===== src/hdl/usb_tx_pkg.sv =====
// Shared definitions for the USB full-speed transmit path
// PID and CRC16 constants, line-state codes and default sizes
`default_nettype none

package usb_tx_pkg;

  typedef logic [3:0] pid_t;

  // Data PIDs have both low bits set
  localparam pid_t PidData0 = 4'b0011;
  localparam pid_t PidData1 = 4'b1011;
  localparam pid_t PidAck   = 4'b0010;
  localparam pid_t PidNak   = 4'b1010;

  // KJKJKJKK on the wire, sent LSB first
  localparam logic [7:0]  SyncByte  = 8'b1000_0000;
  localparam logic [15:0] Crc16Init = 16'hFFFF;
  localparam logic [15:0] Crc16Poly = 16'h8005;

  // Line states as {dp, dn}
  localparam logic [1:0] LineJ   = 2'b10;
  localparam logic [1:0] LineK   = 2'b01;
  localparam logic [1:0] LineSe0 = 2'b00;

  localparam int BitDiv       = 4;
  localparam int DefFifoDepth = 16;
  localparam int DefCredits   = 2;

endpackage

`default_nettype wire


===== src/hdl/usb_tx_byte_if.sv =====
// Credit-based byte channel from the payload buffer to the serializer
`timescale 1ns/1ns
`default_nettype none

interface usb_tx_byte_if;

  logic       valid;
  logic [7:0] data;
  // Final payload byte of the packet
  logic       last;
  // One pulse returns one credit
  logic       credit;

  modport sender (output valid, data, last, input credit);
  modport receiver (input valid, data, last, output credit);

endinterface

`default_nettype wire


===== src/hdl/usb_tx_line_if.sv =====
// Serial bit stream from the serializer to the line driver
`timescale 1ns/1ns
`default_nettype none

interface usb_tx_line_if;

  // One cycle per bit time
  logic strobe;
  // Current bit after stuffing
  logic tx_bit;
  logic oe;
  logic se0;
  logic start;

  modport source (output strobe, tx_bit, oe, se0, start);
  modport sink (input strobe, tx_bit, oe, se0, start);

endinterface

`default_nettype wire


===== src/hdl/usb_tx_byte_buffer.sv =====
// Payload FIFO of data and last pairs
// Forwards the head entry while it holds credits from the serializer
`timescale 1ns/1ns
`default_nettype none

module usb_tx_byte_buffer #(
  parameter int FifoDepth = usb_tx_pkg::DefFifoDepth,
  parameter int Credits   = usb_tx_pkg::DefCredits
) (
  input  logic              clk_i,
  input  logic              rst_ni,
  input  logic              link_reset_i,
  input  logic              wr_valid_i,
  input  logic [7:0]        wr_data_i,
  input  logic              wr_last_i,
  output logic              wr_ready_o,
  usb_tx_byte_if.sender     byte_o
);

  localparam int PtrW = (FifoDepth > 1) ? $clog2(FifoDepth) : 1;
  localparam int CntW = $clog2(FifoDepth + 1);
  localparam int CrW  = $clog2(Credits + 1);

  logic [8:0]      mem [FifoDepth];
  logic [PtrW-1:0] wr_q, rd_q;
  logic [CntW-1:0] cnt_q;
  logic [CrW-1:0]  cred_q;
  logic            send;

  // One byte per cycle while both an entry and a credit are there
  assign send       = (cnt_q != '0) && (cred_q != '0);
  assign wr_ready_o = (cnt_q != CntW'(FifoDepth));

  assign byte_o.valid = send;
  assign byte_o.data  = mem[rd_q][7:0];
  assign byte_o.last  = mem[rd_q][8];

  always_ff @(posedge clk_i) begin
    if (wr_valid_i) begin
      mem[wr_q] <= {wr_last_i, wr_data_i};
    end
  end

  always_ff @(posedge clk_i or negedge rst_ni) begin
    if (!rst_ni) begin
      wr_q   <= '0;
      rd_q   <= '0;
      cnt_q  <= '0;
      cred_q <= CrW'(Credits);
    end else if (link_reset_i) begin
      wr_q   <= '0;
      rd_q   <= '0;
      cnt_q  <= '0;
      cred_q <= CrW'(Credits);
    end else begin
      if (wr_valid_i) begin
        wr_q <= (wr_q == PtrW'(FifoDepth - 1)) ? '0 : wr_q + 1'b1;
      end
      if (send) begin
        rd_q <= (rd_q == PtrW'(FifoDepth - 1)) ? '0 : rd_q + 1'b1;
      end
      cnt_q  <= cnt_q + CntW'(wr_valid_i) - CntW'(send);
      cred_q <= cred_q + CrW'(byte_o.credit) - CrW'(send);
    end
  end

endmodule

`default_nettype wire


===== src/hdl/usb_tx_line_driver.sv =====
// Line driver: NRZI coding, EOP shaping, pin flip
// and registered D+/D- outputs
`timescale 1ns/1ns
`default_nettype none

module usb_tx_line_driver (
  input  logic          clk_i,
  input  logic          rst_ni,
  input  logic          link_reset_i,
  input  logic          cfg_pinflip_i,
  usb_tx_line_if.sink   line_i,
  output logic          usb_oe_o,
  output logic          usb_dp_o,
  output logic          usb_dn_o,
  output logic          pkt_end_o
);

  logic       oe_q, oe_d;
  logic       usb_d_q, usb_d_d;
  logic       se0_q, se0_d;
  logic [2:0] eop_q, eop_d;
  logic       eop_end_q, eop_end_d;
  logic [1:0] line_s, pin_s, j_pins;

  ////////////////////////////////////////////////////////////////////////////
  // NRZI and EOP stage
  ////////////////////////////////////////////////////////////////////////////

  always_comb begin
    oe_d      = oe_q;
    usb_d_d   = usb_d_q;
    se0_d     = se0_q;
    eop_d     = eop_q;
    eop_end_d = eop_end_q;
    if (line_i.start) begin
      // Start from J so the first SYNC bit becomes K
      usb_d_d = 1'b1;
      eop_d   = 3'b100;
    end else if (line_i.strobe) begin
      oe_d      = line_i.oe;
      eop_end_d = 1'b0;
      if (line_i.se0) begin
        eop_d = eop_q >> 1;
        if (eop_q[0]) begin
          usb_d_d   = 1'b1;
          se0_d     = 1'b0;
          eop_end_d = 1'b1;
        end else begin
          se0_d = 1'b1;
        end
      end else if (!line_i.tx_bit) begin
        usb_d_d = ~usb_d_q;
      end
      // Released bus sits at J
      if (!oe_d) begin
        usb_d_d = 1'b1;
        se0_d   = 1'b0;
      end
    end
  end

  always_ff @(posedge clk_i or negedge rst_ni) begin
    if (!rst_ni) begin
      {oe_q, se0_q, eop_end_q} <= '0;
      usb_d_q <= 1'b1;
      eop_q   <= '0;
    end else if (link_reset_i) begin
      {oe_q, se0_q, eop_end_q} <= '0;
      usb_d_q <= 1'b1;
      eop_q   <= '0;
    end else begin
      oe_q      <= oe_d;
      usb_d_q   <= usb_d_d;
      se0_q     <= se0_d;
      eop_q     <= eop_d;
      eop_end_q <= eop_end_d;
    end
  end

  ////////////////////////////////////////////////////////////////////////////
  // Pin flip and output registers
  ////////////////////////////////////////////////////////////////////////////

  assign line_s = se0_q ? usb_tx_pkg::LineSe0 :
                  usb_d_q ? usb_tx_pkg::LineJ : usb_tx_pkg::LineK;
  assign pin_s  = cfg_pinflip_i ? {line_s[0], line_s[1]} : line_s;
  assign j_pins = cfg_pinflip_i ? {usb_tx_pkg::LineJ[0], usb_tx_pkg::LineJ[1]}
                                : usb_tx_pkg::LineJ;

  always_ff @(posedge clk_i or negedge rst_ni) begin
    if (!rst_ni) begin
      usb_oe_o             <= 1'b0;
      {usb_dp_o, usb_dn_o} <= usb_tx_pkg::LineJ;
      pkt_end_o            <= 1'b0;
    end else if (link_reset_i) begin
      usb_oe_o             <= 1'b0;
      {usb_dp_o, usb_dn_o} <= j_pins;
      pkt_end_o            <= 1'b0;
    end else begin
      usb_oe_o             <= oe_q;
      {usb_dp_o, usb_dn_o} <= pin_s;
      // Last cycle of the closing J bit
      pkt_end_o            <= line_i.strobe && eop_end_q;
    end
  end

endmodule

`default_nettype wire


===== src/hdl/usb_tx_serializer.sv =====
// Packet serializer: bit strobe, framing FSM, skid store,
// bit stuffing and CRC16 over the payload
`timescale 1ns/1ns
`default_nettype none

module usb_tx_serializer #(
  parameter int Credits = usb_tx_pkg::DefCredits
) (
  input  logic              clk_i,
  input  logic              rst_ni,
  input  logic              link_reset_i,
  input  logic              pkt_start_i,
  input  usb_tx_pkg::pid_t  pid_i,
  usb_tx_byte_if.receiver   byte_i,
  usb_tx_line_if.source     line_o
);

  localparam int DivW    = $clog2(usb_tx_pkg::BitDiv);
  localparam int SkPtrW  = (Credits > 1) ? $clog2(Credits) : 1;
  localparam int SkCntW  = $clog2(Credits + 1);

  typedef enum logic [2:0] {Idle, Sync, Pid, Data, Crc0, Crc1, Eop} state_e;

  function automatic logic [7:0] rev8(input logic [7:0] v);
    logic [7:0] r;
    for (int i = 0; i < 8; i++) begin
      r[i] = v[7-i];
    end
    return r;
  endfunction

  logic [DivW-1:0]   div_q;
  logic              bit_stb, stuff, byte_end, pop;
  logic [8:0]        sk_mem [Credits];
  logic [SkPtrW-1:0] sk_wr_q, sk_rd_q;
  logic [SkCntW-1:0] sk_cnt_q;
  state_e            state_q, state_d;
  usb_tx_pkg::pid_t  pid_q;
  logic [7:0]        data_sr_q, data_d, oe_sr_q, oe_d, se0_sr_q, se0_d;
  logic              pay_q, pay_d;
  logic [2:0]        bit_cnt_q, ones_q, ones_d;
  logic [15:0]       crc_q, crc_step, crc_upd;
  logic              credit_q, strobe_q, start_q, bit_q, oe_q, se0_q;

  ////////////////////////////////////////////////////////////////////////////
  // Bit timing and skid store
  ////////////////////////////////////////////////////////////////////////////

  assign bit_stb = (div_q == DivW'(usb_tx_pkg::BitDiv - 1));

  always_ff @(posedge clk_i or negedge rst_ni) begin
    if (!rst_ni) begin
      div_q <= '0;
    end else if (link_reset_i || bit_stb) begin
      div_q <= '0;
    end else begin
      div_q <= div_q + 1'b1;
    end
  end

  always_ff @(posedge clk_i) begin
    if (byte_i.valid) begin
      sk_mem[sk_wr_q] <= {byte_i.last, byte_i.data};
    end
  end

  always_ff @(posedge clk_i or negedge rst_ni) begin
    if (!rst_ni) begin
      sk_wr_q  <= '0;
      sk_rd_q  <= '0;
      sk_cnt_q <= '0;
      credit_q <= 1'b0;
    end else if (link_reset_i) begin
      sk_wr_q  <= '0;
      sk_rd_q  <= '0;
      sk_cnt_q <= '0;
      credit_q <= 1'b0;
    end else begin
      if (byte_i.valid) begin
        sk_wr_q <= (sk_wr_q == SkPtrW'(Credits - 1)) ? '0 : sk_wr_q + 1'b1;
      end
      if (pop) begin
        sk_rd_q <= (sk_rd_q == SkPtrW'(Credits - 1)) ? '0 : sk_rd_q + 1'b1;
      end
      sk_cnt_q <= sk_cnt_q + SkCntW'(byte_i.valid) - SkCntW'(pop);
      // Every byte taken out hands one credit back
      credit_q <= pop;
    end
  end

  assign byte_i.credit = credit_q;

  ////////////////////////////////////////////////////////////////////////////
  // Stuffing, CRC and framing
  ////////////////////////////////////////////////////////////////////////////

  // After six ones a 0 goes out and the shift registers hold
  assign stuff    = (ones_q == 3'd6);
  assign byte_end = bit_stb && !stuff && (bit_cnt_q == 3'd7) && !pkt_start_i;

  always_comb begin
    if (stuff) begin
      ones_d = '0;
    end else if (oe_sr_q[0] && !se0_sr_q[0] && data_sr_q[0]) begin
      ones_d = ones_q + 1'b1;
    end else begin
      ones_d = '0;
    end
  end

  assign crc_step = {crc_q[14:0], 1'b0} ^
                    (usb_tx_pkg::Crc16Poly & {16{data_sr_q[0] ^ crc_q[15]}});
  assign crc_upd  = (bit_stb && !stuff && pay_q) ? crc_step : crc_q;

  always_comb begin
    state_d = state_q;
    pay_d   = pay_q;
    pop     = 1'b0;
    data_d  = data_sr_q;
    oe_d    = oe_sr_q;
    se0_d   = se0_sr_q;
    if (bit_stb && !stuff) begin
      data_d = {1'b0, data_sr_q[7:1]};
      oe_d   = {1'b0, oe_sr_q[7:1]};
      se0_d  = {1'b0, se0_sr_q[7:1]};
    end
    // Next field is loaded right as the eighth bit leaves
    if (byte_end) begin
      pay_d = 1'b0;
      oe_d  = 8'hFF;
      se0_d = 8'h00;
      unique case (state_q)
        Idle: begin
          oe_d = 8'h00;
        end
        Sync: begin
          data_d  = usb_tx_pkg::SyncByte;
          state_d = Pid;
        end
        Pid: begin
          data_d  = {~pid_q, pid_q};
          state_d = (pid_q[1:0] == 2'b11) ? Data : Eop;
        end
        Data: begin
          if (sk_cnt_q != '0) begin
            pop     = 1'b1;
            pay_d   = 1'b1;
            data_d  = sk_mem[sk_rd_q][7:0];
            state_d = sk_mem[sk_rd_q][8] ? Crc0 : Data;
          end else begin
            // Missing byte ends the payload early
            data_d  = ~rev8(crc_upd[15:8]);
            state_d = Crc1;
          end
        end
        Crc0: begin
          data_d  = ~rev8(crc_upd[15:8]);
          state_d = Crc1;
        end
        Crc1: begin
          data_d  = ~rev8(crc_upd[7:0]);
          state_d = Eop;
        end
        Eop: begin
          data_d  = 8'h00;
          oe_d    = 8'h07;
          se0_d   = 8'h07;
          state_d = Idle;
        end
        default: state_d = Idle;
      endcase
    end
  end

  always_ff @(posedge clk_i or negedge rst_ni) begin
    if (!rst_ni) begin
      state_q   <= Idle;
      pid_q     <= '0;
      data_sr_q <= '0;
      oe_sr_q   <= '0;
      se0_sr_q  <= '0;
      pay_q     <= 1'b0;
      bit_cnt_q <= '0;
      ones_q    <= '0;
      crc_q     <= '0;
    end else if (link_reset_i) begin
      state_q   <= Idle;
      pid_q     <= '0;
      data_sr_q <= '0;
      oe_sr_q   <= '0;
      se0_sr_q  <= '0;
      pay_q     <= 1'b0;
      bit_cnt_q <= '0;
      ones_q    <= '0;
      crc_q     <= '0;
    end else if (pkt_start_i) begin
      // One idle bit goes out before the SYNC byte
      state_q   <= Sync;
      pid_q     <= pid_i;
      oe_sr_q   <= '0;
      se0_sr_q  <= '0;
      pay_q     <= 1'b0;
      bit_cnt_q <= 3'd7;
      ones_q    <= '0;
      crc_q     <= usb_tx_pkg::Crc16Init;
    end else begin
      state_q   <= state_d;
      data_sr_q <= data_d;
      oe_sr_q   <= oe_d;
      se0_sr_q  <= se0_d;
      pay_q     <= pay_d;
      crc_q     <= crc_upd;
      if (bit_stb) begin
        ones_q <= ones_d;
        if (!stuff) begin
          bit_cnt_q <= bit_cnt_q + 1'b1;
        end
      end
    end
  end

  // Registered line outputs
  always_ff @(posedge clk_i or negedge rst_ni) begin
    if (!rst_ni) begin
      {strobe_q, start_q, bit_q, oe_q, se0_q} <= '0;
    end else if (link_reset_i) begin
      {strobe_q, start_q, bit_q, oe_q, se0_q} <= '0;
    end else begin
      strobe_q <= bit_stb;
      start_q  <= pkt_start_i;
      if (bit_stb) begin
        bit_q <= stuff ? 1'b0 : data_sr_q[0];
        oe_q  <= stuff ? 1'b1 : oe_sr_q[0];
        se0_q <= stuff ? 1'b0 : se0_sr_q[0];
      end
    end
  end

  assign line_o.strobe = strobe_q;
  assign line_o.start  = start_q;
  assign line_o.tx_bit = bit_q;
  assign line_o.oe     = oe_q;
  assign line_o.se0    = se0_q;

endmodule

`default_nettype wire


===== src/hdl/usb_tx_top.sv =====
// Top level of the USB full-speed transmit path
// Buffer, serializer and line driver joined by two interfaces
`timescale 1ns/1ns
`default_nettype none

module usb_tx_top #(
  parameter int FifoDepth = usb_tx_pkg::DefFifoDepth,
  parameter int Credits   = usb_tx_pkg::DefCredits
) (
  input  logic              clk_i,
  input  logic              rst_ni,
  input  logic              link_reset_i,
  input  logic              cfg_pinflip_i,
  input  logic              wr_valid_i,
  input  logic [7:0]        wr_data_i,
  input  logic              wr_last_i,
  output logic              wr_ready_o,
  input  logic              pkt_start_i,
  input  usb_tx_pkg::pid_t  pid_i,
  output logic              pkt_end_o,
  output logic              usb_oe_o,
  output logic              usb_dp_o,
  output logic              usb_dn_o
);

  usb_tx_byte_if byte_if ();
  usb_tx_line_if line_if ();

  usb_tx_byte_buffer #(
    .FifoDepth (FifoDepth),
    .Credits   (Credits)
  ) u_buffer (
    .clk_i        (clk_i),
    .rst_ni       (rst_ni),
    .link_reset_i (link_reset_i),
    .wr_valid_i   (wr_valid_i),
    .wr_data_i    (wr_data_i),
    .wr_last_i    (wr_last_i),
    .wr_ready_o   (wr_ready_o),
    .byte_o       (byte_if.sender)
  );

  usb_tx_serializer #(
    .Credits (Credits)
  ) u_serializer (
    .clk_i        (clk_i),
    .rst_ni       (rst_ni),
    .link_reset_i (link_reset_i),
    .pkt_start_i  (pkt_start_i),
    .pid_i        (pid_i),
    .byte_i       (byte_if.receiver),
    .line_o       (line_if.source)
  );

  usb_tx_line_driver u_line (
    .clk_i         (clk_i),
    .rst_ni        (rst_ni),
    .link_reset_i  (link_reset_i),
    .cfg_pinflip_i (cfg_pinflip_i),
    .line_i        (line_if.sink),
    .usb_oe_o      (usb_oe_o),
    .usb_dp_o      (usb_dp_o),
    .usb_dn_o      (usb_dn_o),
    .pkt_end_o     (pkt_end_o)
  );

endmodule

`default_nettype wire


===== config.mk =====
export PLATFORM = sky130hd
export DESIGN_NAME = usb_tx_top
export DESIGN_NICKNAME = d
export VERILOG_FILES = /design/src/hdl/usb_tx_pkg.sv /design/src/hdl/usb_tx_byte_if.sv /design/src/hdl/usb_tx_line_if.sv /design/src/hdl/usb_tx_byte_buffer.sv /design/src/hdl/usb_tx_line_driver.sv /design/src/hdl/usb_tx_serializer.sv /design/src/hdl/usb_tx_top.sv
export SDC_FILE = /design/constraint.sdc
export NUM_CORES = 1
export LEC_CHECK = 0
export BUFFER_PORTS_ARGS = -buffer_cell sky130_fd_sc_hd__buf_4
export CORE_ASPECT_RATIO = 0.5
export CORE_MARGIN = 2
export CORE_UTILIZATION = 60
export DETAILED_ROUTE_END_ITERATION = 7
export PLACE_DENSITY = 0.83
export SLEW_MARGIN = 20
export SYNTH_ARGS = -nofsm -noshare
export SYNTH_HDL_FRONTEND = slang
export SYNTH_HIERARCHICAL = 1
export SYNTH_SLANG_ARGS = --single-unit

===== constraint.sdc =====
create_clock -name clk_i -period 4.2 [get_ports clk_i]
set_clock_uncertainty 0.05 [all_clocks]
set_input_delay 0.42 -clock clk_i [delete_from_list [all_inputs] [get_ports clk_i]]
set_output_delay 0.42 -clock clk_i [all_outputs]
set_load 0.01 [all_outputs]

==> results of run 1 <==
==> worst max path at each step <==
| stage | start | end | slack (ns) |
|---|---|---|---|
| 3_5_place_dp | u_serializer/div_q[0] | u_serializer/data_sr_q[5] | 1.57 |
| 2_1_floorplan | u_buffer/cnt_q[2] | u_buffer/cnt_q[4] | 1.89 |
| 4_1_cts | u_buffer/rd_q[0] | u_serializer/sk_mem[1][1] | 1.54 |
| 5_1_grt | u_serializer/div_q[0] | u_serializer/state_q[1] | 1.30 |
| 3_3_place_gp | u_serializer/div_q[0] | u_serializer/data_sr_q[5] | 1.66 |
| 6_report | u_serializer/div_q[0] | u_serializer/data_sr_q[5] | 1.55 |
==> through the flow <==
stage / hold slack (ns) / power, W
finish: 0.0340 / 0.00629
global route: 0.0306 / 0.00657
CTS: 0.0259 / 0.00633
detailed placement: 0.380 / 0.00426
global placement: 0.366 / 0.00419
floorplan: 0.0744 / 0.00395
==> layer usage <==
| metal | routed length, um | GRT usage (%) | vias to the layer above |
|---|---|---|---|
| met5 | 0 | 0 | - |
| met4 | 539 | 6.22 | 0 |
| met3 | 1240 | 3.94 | 56 |
| met2 | 10900 | 39.5 | 256 |
| met1 | 9210 | 32.9 | 3270 |
| li1 | - | - | 2888 |
==> placed cells by master (no fill, tap or decap), types with 4 or more instances in the layout <==
master / Yosys / layout
xor2_1: 4 / 4
mux4_2: 36 / 36
ha_1: 19 / 19
nor2_1: 56 / 56
clkinv_2: 0 / 5
dfrtp_1: 84 / 83
a21o_1: 4 / 4
buf_4: 3 / 28
nor3b_1: 4 / 4
nand2b_1: 6 / 6
a2111oi_0: 4 / 4
clkbuf_16: 0 / 22
and3_1: 11 / 11
mux2i_1: 22 / 22
nor2b_1: 17 / 17
nand2_1: 64 / 64
xnor2_1: 9 / 9
a21oi_1: 32 / 32
o21ai_0: 28 / 28
inv_1: 16 / 16
and2_1: 13 / 13
nor3_1: 12 / 12
a22oi_1: 18 / 18
a32o_1: 6 / 6
clkinv_1: 1 / 4
a31oi_1: 9 / 9
nand3_1: 16 / 16
edfxtp_1: 162 / 162
==> flip-flops by register name (all words and copies together), names as in the netlist, 4 cells and up <==
register and cells:
u_buffer/cnt_q 5, u_serializer/pid_q 4, u_buffer/wr_q 4, u_serializer/data_sr_q 8, u_buffer/mem 144, u_serializer/oe_sr_q 8, u_buffer/rd_q 4, u_serializer/crc_q 16
u_serializer/sk_mem 18
==> power by group through the flow <==
stage	clock network [W]	registers, W	logic [W]
2_1_floorplan	0	0.00296	0.000984
3_3_place_gp	0	0.00309	0.00111
3_5_place_dp	0	0.00310	0.00116
4_1_cts	0.00208	0.00305	0.00119
5_1_grt	0.00218	0.00308	0.00131
6_report	0.00205	0.00305	0.00120
==> cells in the mapped netlist, types with 3 or more instances <==
library cell  instances  area, um2
o21ai_0              28        140
a32o_1                6       60.1
a31oi_1               9       56.3
edfxtp_1            162       4860
clkbuf_1             26       97.6
xnor2_1               9       78.8
nand2b_1              6       37.5
nor2b_1              17        106
nor3b_1               4       30.0
a2111oi_0             4       35.0
nand2_1              64        240
and2_1               13       81.3
dfstp_2               3       78.8
or2_2                 3       18.8
mux4_2               36        811
and3_1               11       68.8
a211oi_1              3       22.5
a211o_1               3       26.3
nor2_1               56        210
dfrtp_1              84       2100
or3_1                 3       18.8
nand3_1              16       80.1
o21ai_1               3       15.0
a311oi_1              3       26.3
a22oi_1              18        135
mux2i_1              22        220
a21o_1                4       30.0
buf_2                 7       35.0
xor2_1                4       35.0
buf_4                 3       22.5
nor3_1               12       60.1
a21oi_1              32        160
a31o_2                3       26.3
ha_1                 19        238
nand3b_1              3       22.5
inv_1                16       60.1
==> kinds of logic after synthesis <==
logic type | after synthesis | share of synthesized area, %
muxes | 60 | 9.78
xor gates and xnor gates | 14 | 1.27
adders and majority gates | 20 | 2.39
DFF | 249 | 65.4
and+or+nand+nor | 218 | 10.0
buffers and inverters | 56 | 2.21
AOI/OAI and AO/OA | 142 | 8.97
==> worst max-delay path, delay by kind of cell (launching register included) <==
kind | cells | cell delay, ns
flip-flops | 1 | 0.35
AO/OA/AOI/OAI | 2 | 0.73
AND/OR/NAND/NOR | 3 | 1.08
adder cells (fa/ha/maj) | 1 | 0.31
==> cell type report <==
type | instances | area (um2) | share of cell area [%]
Sequential cell | 249 | 7050 | 59.4
Multi-Input combinational cell | 454 | 3490 | 29.4
Clock buffer | 25 | 582 | 4.91
Tap cell | 234 | 293 | 2.47
Timing Repair Buffer | 29 | 220 | 1.86
Clock inverter | 15 | 161 | 1.36
Inverter | 17 | 63.8 | 0.538
==> repair_timing <==
action                                 CTS  global route
setup endpoints to repair                0             0
endpoints found under the hold margin   48             0
hold buffers                             1             0
==> flow_metrics.tcl, run 1 <==
set metrics [dict create \
    status "finished, final reports clean" \
    rows 34 \
    critPathLaunchType "register" \
    cts_resized 0 \
    critPathMaxFanout 19 \
    postSynthCellCount 759 \
    clk_pin_slew_ns 0.06 \
    die_w_um 194 \
    cts-root-buf "clkbuf_16" \
    crit_type "register to register" \
    core_um2 17500 \
    fmax_mhz 378 \
    gp_routability_congestion 0.884 \
    p_switching_w 0.00173 \
    synth-edff-count 162 \
    final_area_um2 11900 \
    start_util_pct 61.6 \
    grt_max_degree 66 \
    drt_iter0_markers 705 \
    p_int_w 0.00457 \
    combPwrFrac_pct 19.0 \
    worstPathRequired_ns 4.55 \
    timing.rr.end "u_serializer/data_sr_q[5]" \
    slew_headroom_pct 33.0 \
    ios 24 \
    cts_setup_buffers 0 \
    post-route-period-util_pct 63.0 \
    clk_latency_ns 0.52 \
    crit_path_top_delay_cell "or4_1" \
    final-hold-violation-count 0 \
    wl_um 21800 \
    synthFlopType "edfxtp_1" \
    setup_violations 0 \
    n_antenna_cell 0 \
    rrSetupSlack_ns 1.55 \
    final_cells 1023 \
    postPlaceCellArea_um2 11100 \
    yosysUniqueCellTypes 70 \
    num_vias 6470 \
    fin_ws_ns 1.55 \
    grt.total_usage_pct 23.6 \
    drv_cap 0 \
    whs_endpoint "u_line/usb_dp_o" \
    timing.rr.start "u_serializer/div_q[0]" \
    drc 0 \
    seq_area_frac_synth_pct 65.4 \
    vdd_drop_max_v 0.000309 \
    num-fill-cells 1140 \
    wl_per_cell_um 21.4 \
    pre_cts_ws_ns 1.57 \
    maxSlewViolCount 0 \
    syn_area_um2 10800 \
    hp-start "cfg_pinflip_i" \
    crit_path_cell_trace "ha_1, a21boi_4, nand3_4, or2_1, or4_1, a22o_1" \
    die-area_um2 19100 \
    drive_above_1_share_pct 15.2 \
    holdPathStages 2 \
    slowest_delay_ns 0.54 \
    avgSynthCellArea_um2 14.2 \
    numPortBuffers 23 \
    syn_nets 798 \
    cts_tree "built" \
    cts_sinks 249 \
    die_y_um 98.8 \
    p_sw_share_pct 27.4 \
    cp.arrival_ns 2.99 \
    ff2ff_path_depth 6 \
    dpl.cell_count 982 \
    p_leak_nw 4.36 \
    grt_pass1_vias 6369 \
    ys_warn_count 6 \
    cts-htree-levels 1 \
    grt_pass1_wl_um 35400 \
    dp_hpwl_um 13600 \
    cp-end-kind "register" \
    antenna_found_initial 0 \
    fin_tns_setup_ns 0 \
    via_per_inst 6.32 \
    finalCriticalPeriod_ns 2.65 \
    ys_seq_elements 249 \
    cts_buffers 22 \
    dr.pass1.iters 6 \
    grt.overflow.total 0 \
    hold_class "input pin to register" \
    cts_buffer_depth 3 \
    power_density_nw_per_um2 531 \
    nets 812 \
    tightest_slew_ns 1.01 \
    fin_util_pct 67.8 \
    antenna_left 0 \
    seqPwrFrac_pct 48.5 \
    clkPwrFrac_pct 32.5 \
    areaGrowthSynthToFinish_pct 10.1 \
    async_flop_share_pct 34.9 \
    rsz0062_at_grt "no" \
]
Power figures use the tool's default switching activity.
==> run 2, diff against run 1 <==
--- a/config.mk
+++ b/config.mk
@@ -8,9 +8,9 @@
 export BUFFER_PORTS_ARGS = -buffer_cell sky130_fd_sc_hd__buf_4
 export CORE_ASPECT_RATIO = 0.5
 export CORE_MARGIN = 2
-export CORE_UTILIZATION = 60
+export CORE_UTILIZATION = 56
 export DETAILED_ROUTE_END_ITERATION = 7
-export PLACE_DENSITY = 0.83
+export PLACE_DENSITY = 0.81
 export SLEW_MARGIN = 20
 export SYNTH_ARGS = -nofsm -noshare
 export SYNTH_HDL_FRONTEND = slang
==> constraint.sdc (replaced) <==
create_clock -name clk_i -period 2.4 [get_ports clk_i]
set_clock_uncertainty 0.05 [all_clocks]
set_input_delay 0.24 -clock clk_i [delete_from_list [all_inputs] [get_ports clk_i]]
set_output_delay 0.24 -clock clk_i [all_outputs]
set_load 0.01 [all_outputs]
==> run 2 against run 1 <==
Combinational power is 110% higher. Final cell count is 6.6% higher. Core utilization is 1.5 points lower. Power is 80% higher. Count of clock-buffer cells in the layout is 5 higher. Clock power is 74% higher. Critical path type unchanged. First-iteration DRC count is 19% lower. Design area is 4.1% higher. Register-to-register slack worse by 1.5 ns. Worst hold slack worse by 0.014 ns. Critical path depth is 6 higher. Non-clock buffer count is 45 higher.
==> flow_metrics.tcl, run 2 (synthesized netlist as in run 1, its figures left out) <==
set metrics [dict create \
    status "finished, final reports clean" \
    wl_per_cell_um 20.3 \
    post-route-period-util_pct 97.8 \
    critPathMaxFanout 2 \
    fin_util_pct 66.3 \
    cp-end-kind "register" \
    drc 0 \
    cts_sinks 249 \
    final_cell_mix "edfxtp_1 (162), dfrtp_1 (83), nand2_1 (62), nor2_1 (55), buf_4 (54)" \
    p_leak_nw 4.58 \
    clk_latency_ns 0.52 \
    multi_input_area_um2 3530 \
    largest-register "u_buffer/mem" \
    tightest_slew_ns 0.832 \
    grt_pass1_wl_um 36100 \
    ios 24 \
    num-fill-cells 1264 \
    cts-htree-levels 1 \
    grt_max_degree 48 \
    dpl.cell_count 1035 \
    pre_cts_ws_ns -0.0785 \
    slew_headroom_pct 44.5 \
    finalCriticalPeriod_ns 2.35 \
    core_um2 18600 \
    power_density_nw_per_um2 916 \
    maxSlewViolCount 0 \
    final_cells 1091 \
    regArea_um2 7050 \
    reg_top3 "u_buffer/mem (144), u_serializer/sk_mem (18), u_serializer/crc_q (16)" \
    grt_pass1_vias 6669 \
    antenna_left 0 \
    rsz0062_at_grt "yes" \
    cp.arrival_ns 2.69 \
    drive_above_1_share_pct 18.5 \
    hold_class "input pin to register" \
    grt.total_usage_pct 22.6 \
    fin_ws_ns 0.0519 \
    cts-root-buf "clkbuf_16" \
    wl_um 22100 \
    areaGrowthSynthToFinish_pct 14.5 \
    gp_routability_congestion 0.884 \
    antenna_found_initial 0 \
    start_util_pct 57.9 \
    cts_buffers 22 \
    cts_tree "built" \
    fmax_mhz 426 \
    die_w_um 200 \
    via_per_inst 6.06 \
    largest_register_ffs 144 \
    clk_pin_slew_ns 0.07 \
    critPathLaunchType "register" \
    final-hold-violation-count 0 \
    crit_type "register to register" \
    nets 857 \
    drv_cap 0 \
    cts_buffer_depth 3 \
    n_antenna_cell 0 \
    num_vias 6611 \
    die-area_um2 20400 \
    drt_iter0_markers 573 \
    worstPathRequired_ns 2.75 \
    dr.pass1.iters 5 \
    numPortBuffers 23 \
    grt.overflow.total 0 \
    setup_violations 0 \
    rows 35 \
    vdd_drop_max_v 0.000502 \
    dp_hpwl_um 14200 \
    die_y_um 102 \
    final_common_cell "edfxtp_1" \
]
## run 2: layout make-up
type | instances | area share [%]
clock buffer | 30 | 4.79
clock inverter | 8 | 1.11
inverter | 17 | 0.517
multi-input combinational | 454 | 28.6
sequential | 249 | 57.1
tap | 259 | 2.63
timing repair buffer | 74 | 5.23
## run 2: stage by stage
| stage | area, um2 | hold slack, ns | power, W | setup TNS [ns] |
|---|---|---|---|---|
| after global routing | 12300 | 0.0182 | 0.0118 | -0.0333 |
| after floorplan | 10800 | -0.106 | 0.00691 | 0 |
| final | 12300 | 0.0203 | 0.0113 | 0 |
| after detailed placement | 11400 | 0.209 | 0.00766 | -0.0785 |
| after CTS | 12300 | 0.00623 | 0.0113 | 0 |
| after global placement | 11400 | 0.202 | 0.00754 | 0 |
## run 2: what timing repair did
| item | in CTS | in global routing |
|---|---|---|
| buffers inserted | 0 | 2 |
| gates resized for setup | 3 | 12 |
| hold buffers | 16 | 0 |
| setup endpoints to repair | 1 | 5 |
| endpoints found under the hold margin | 190 | 0 |
| pin swaps | 2 | 4 |
## run 2: final timing paths
kind | startpoint | to | slack [ns] | depth (start not counted)
min in group asynchronous | rst_ni | u_buffer/wr_q[2] | 0.20 | 2
setup reg to reg | u_buffer/cnt_q[3] | u_buffer/cnt_q[4] | 0.05 | 12
max in group asynchronous | rst_ni | u_line/usb_d_q | 1.38 | 3
hold / removal | pkt_start_i | u_serializer/state_q[2] | 0.02 | 2
hold reg to reg | u_serializer/div_q[0] | u_serializer/div_q[0] | 0.39 | 1
setup / recovery | u_buffer/cnt_q[3] | u_buffer/cnt_q[4] | 0.05 | 12
## run 2: critical path, cell delays in order (launching register included)
cell	delay, ns
dfrtp_1	0.37
inv_2	0.05
ha_2	0.17
nor4b_4	0.13
or3_4	0.38
nand2_2	0.08
ha_4	0.13
inv_2	0.03
fa_2	0.36
nor2b_2	0.13
o21bai_1	0.09
a21oi_1	0.18
nor3b_2	0.06
## run 2: routing by layer
metal / track usage (%) / vias to the layer above / part of all wire [%]
met5: 0 / - / 0
met4: 7.81 / 0 / 3.1
met3: 3.09 / 54 / 5.2
met2: 38.5 / 243 / 48
met1: 31.0 / 3334 / 43
li1: - / 2980 / -
## run 2: power breakdown
part           switching [W]  total [W]  internal (W)  leakage (nW)
sequential          0.000228    0.00520       0.00497          2.62
combinational        0.00127    0.00253       0.00126          1.60
clock                0.00152    0.00357       0.00206         0.349
==> run 3, diff against run 2 <==
--- a/config.mk
+++ b/config.mk
@@ -8,9 +8,9 @@
 export BUFFER_PORTS_ARGS = -buffer_cell sky130_fd_sc_hd__buf_4
 export CORE_ASPECT_RATIO = 0.5
 export CORE_MARGIN = 2
-export CORE_UTILIZATION = 56
+export CORE_UTILIZATION = 45
 export DETAILED_ROUTE_END_ITERATION = 7
-export PLACE_DENSITY = 0.81
+export PLACE_DENSITY = 0.69
 export SLEW_MARGIN = 20
 export SYNTH_ARGS = -nofsm -noshare
 export SYNTH_HDL_FRONTEND = slang
==> run 3 against run 2 <==
Die area grew 24%. Core utilization decreased by 12 points. Wire length down 2.5%. Design area increased by 1.1%. Combinational power about the same. Critical endpoint unchanged. Largest cell class unchanged. Largest power group unchanged.
==> flow_metrics.tcl, run 3 (synthesized netlist as in run 1, its figures left out) <==
set metrics [dict create \
    final_common_cell "edfxtp_1" \
    clk_latency_ns 0.52 \
    p_sw_share_pct 26.3 \
    cts-root-buf "clkbuf_16" \
    clk_pin_slew_ns 0.06 \
    num-fill-cells 1826 \
    crit_type "register to register" \
    via_per_inst 5.67 \
    core_um2 23200 \
    drv_cap 0 \
    grtUsageMet3_pct 2.42 \
    grt_max_degree 45 \
    antenna_found_initial 0 \
    post-route-period-util_pct 96.2 \
    setup_violations 0 \
    cts_sinks 249 \
    drive_above_1_share_pct 19.5 \
    rows 39 \
    p_switching_w 0.00301 \
    power_density_nw_per_um2 917 \
    fin_tns_setup_ns 0 \
    status "finished, final reports clean" \
    drt_iter0_markers 542 \
    ios 24 \
    areaGrowthSynthToFinish_pct 15.7 \
    critPathLaunchType "register" \
    largest_register_ffs 144 \
    grt_pass1_vias 6450 \
    die-area_um2 25300 \
    timing.rr.start "u_buffer/cnt_q[2]" \
    finalCriticalPeriod_ns 2.31 \
    cts_tree "built" \
    dr.pass1.iters 5 \
    grt.total_usage_pct 17.6 \
    numPortBuffers 23 \
    grt_busiest_layer "met2" \
    final_cells 1144 \
    grt_pass1_wl_um 35100 \
    antenna_left 0 \
    wl_per_cell_um 18.9 \
    tightest_slew_ns 0.679 \
    clkPwrFrac_pct 32.7 \
    pre_cts_ws_ns -0.0146 \
    wl_um 21600 \
    n_antenna_cell 0 \
    final_cell_mix "edfxtp_1 (162), dfrtp_1 (83), nand2_1 (63), buf_4 (56), nor2_1 (55)" \
    grtUsageMet2_pct 30.0 \
    vdd_drop_max_v 0.000422 \
    hp-start "pkt_start_i" \
    start_util_pct 46.5 \
    maxSlewViolCount 0 \
    seqPwrFrac_pct 45.0 \
    fmax_mhz 433 \
    worstPathRequired_ns 2.74 \
    cp.arrival_ns 2.65 \
    reg_top3 "u_buffer/mem (144), u_serializer/sk_mem (18), u_serializer/crc_q (16)" \
    grt.overflow.total 0 \
    critPathMaxFanout 2 \
    dp_hpwl_um 13800 \
    cts-htree-levels 1 \
    startpoint "u_buffer/cnt_q[2]" \
    cts_buffers 23 \
    p_int_w 0.00843 \
    fin_ws_ns 0.0917 \
    largest-register "u_buffer/mem" \
    ff2ff_path_depth 12 \
    gp_routability_congestion 0.870 \
    power_w 0.0114 \
    combPwrFrac_pct 22.3 \
    holdPathStages 2 \
    die_y_um 113 \
    use_met1_pct 24.2 \
    nets 860 \
    crit_path_top_delay_cell "dfrtp_1" \
    hold_slack_ns 0.0252 \
    dpl.cell_count 1086 \
    slowest_delay_ns 0.37 \
    rsz0062_at_grt "yes" \
    hold_class "input pin to register" \
    final-hold-violation-count 0 \
    slew_headroom_pct 54.2 \
    cp-end-kind "register" \
    num_vias 6489 \
    drc 0 \
    die_w_um 223 \
    cts_buffer_depth 3 \
    crit_path_cell_trace "inv_2, ha_4, nor4b_4, or3_4, nand2_4, ha_4, inv_2, fa_2, nor2b_2, o21bai_1, a21oi_1, nor3b_2" \
    p_leak_nw 4.62 \
]
==> run 3: cell types whose count changed in the layout (fill, tap and decap cells not counted), moves of 2 or more <==
cell / change
buf_4: +2
clkinv_1: +2
nand2_2: -2
a2111oi_1: -2
clkbuf_1: -6
clkinv_2: +4
==> run 3: path summary, 6_finish.rpt <==
check | end | slack (ns)
worst max-delay path | u_buffer/cnt_q[4] | 0.09
worst min-delay path | u_serializer/state_q[1] | 0.03
worst max register to register | u_buffer/cnt_q[4] | 0.09
worst min register to register | u_serializer/div_q[0] | 0.39
max in group asynchronous | u_buffer/cred_q[1] | 1.37
min in group asynchronous | u_line/pkt_end_o | 0.23
==> run 3: final cells by class <==
class | count | area (um2) | share of cell area, %
Multi-Input combinational cell | 454 | 3550 | 28.4
Inverter | 17 | 63.8 | 0.512
Clock inverter | 17 | 189 | 1.51
Sequential cell | 249 | 7050 | 56.5
Clock buffer | 24 | 579 | 4.65
Tap cell | 307 | 384 | 3.08
Timing Repair Buffer | 76 | 661 | 5.30
==> run 3: layer usage <==
metal,vias up,routed length [um]
li1,2992,-
met1,3308,9740
met2,147,10500
met3,42,855
met4,0,466
met5,-,0
==> run 3: worst max-delay path: cells and delay by family (launching register included) <==
kind                     cells  cell delay (ns)
AND/OR/NAND/NOR              5             0.75
adder cells (fa/ha/maj)      3             0.64
flip-flops                   1             0.37
AO/OA/AOI/OAI                2             0.27
buffers and inverters        2             0.10
==> run 3: stage by stage <==
step	util [%]	cell area (um2)
floorplan	-	10800
global placement	49.5	11500
detailed placement	49.5	11500
CTS	53.6	12400
global route	53.8	12500
finish	53.8	12500
==> run 3: power groups by stage <==
stage	logic [W]	registers [W]	clock network, W
after floorplan	0.00172	0.00518	0
after global placement	0.00239	0.00522	0
after detailed placement	0.00244	0.00523	0
after CTS	0.00250	0.00514	0.00381
after global routing	0.00283	0.00518	0.00397
final	0.00255	0.00514	0.00374
==> run 3: what timing repair did <==
item                                    CTS  global route
hold endpoints to repair                193             0
resized for setup                         3            13
endpoints found under the setup margin    1             5
hold buffers                             16             0
pin swaps                                 3             3
buffers inserted                          0             1
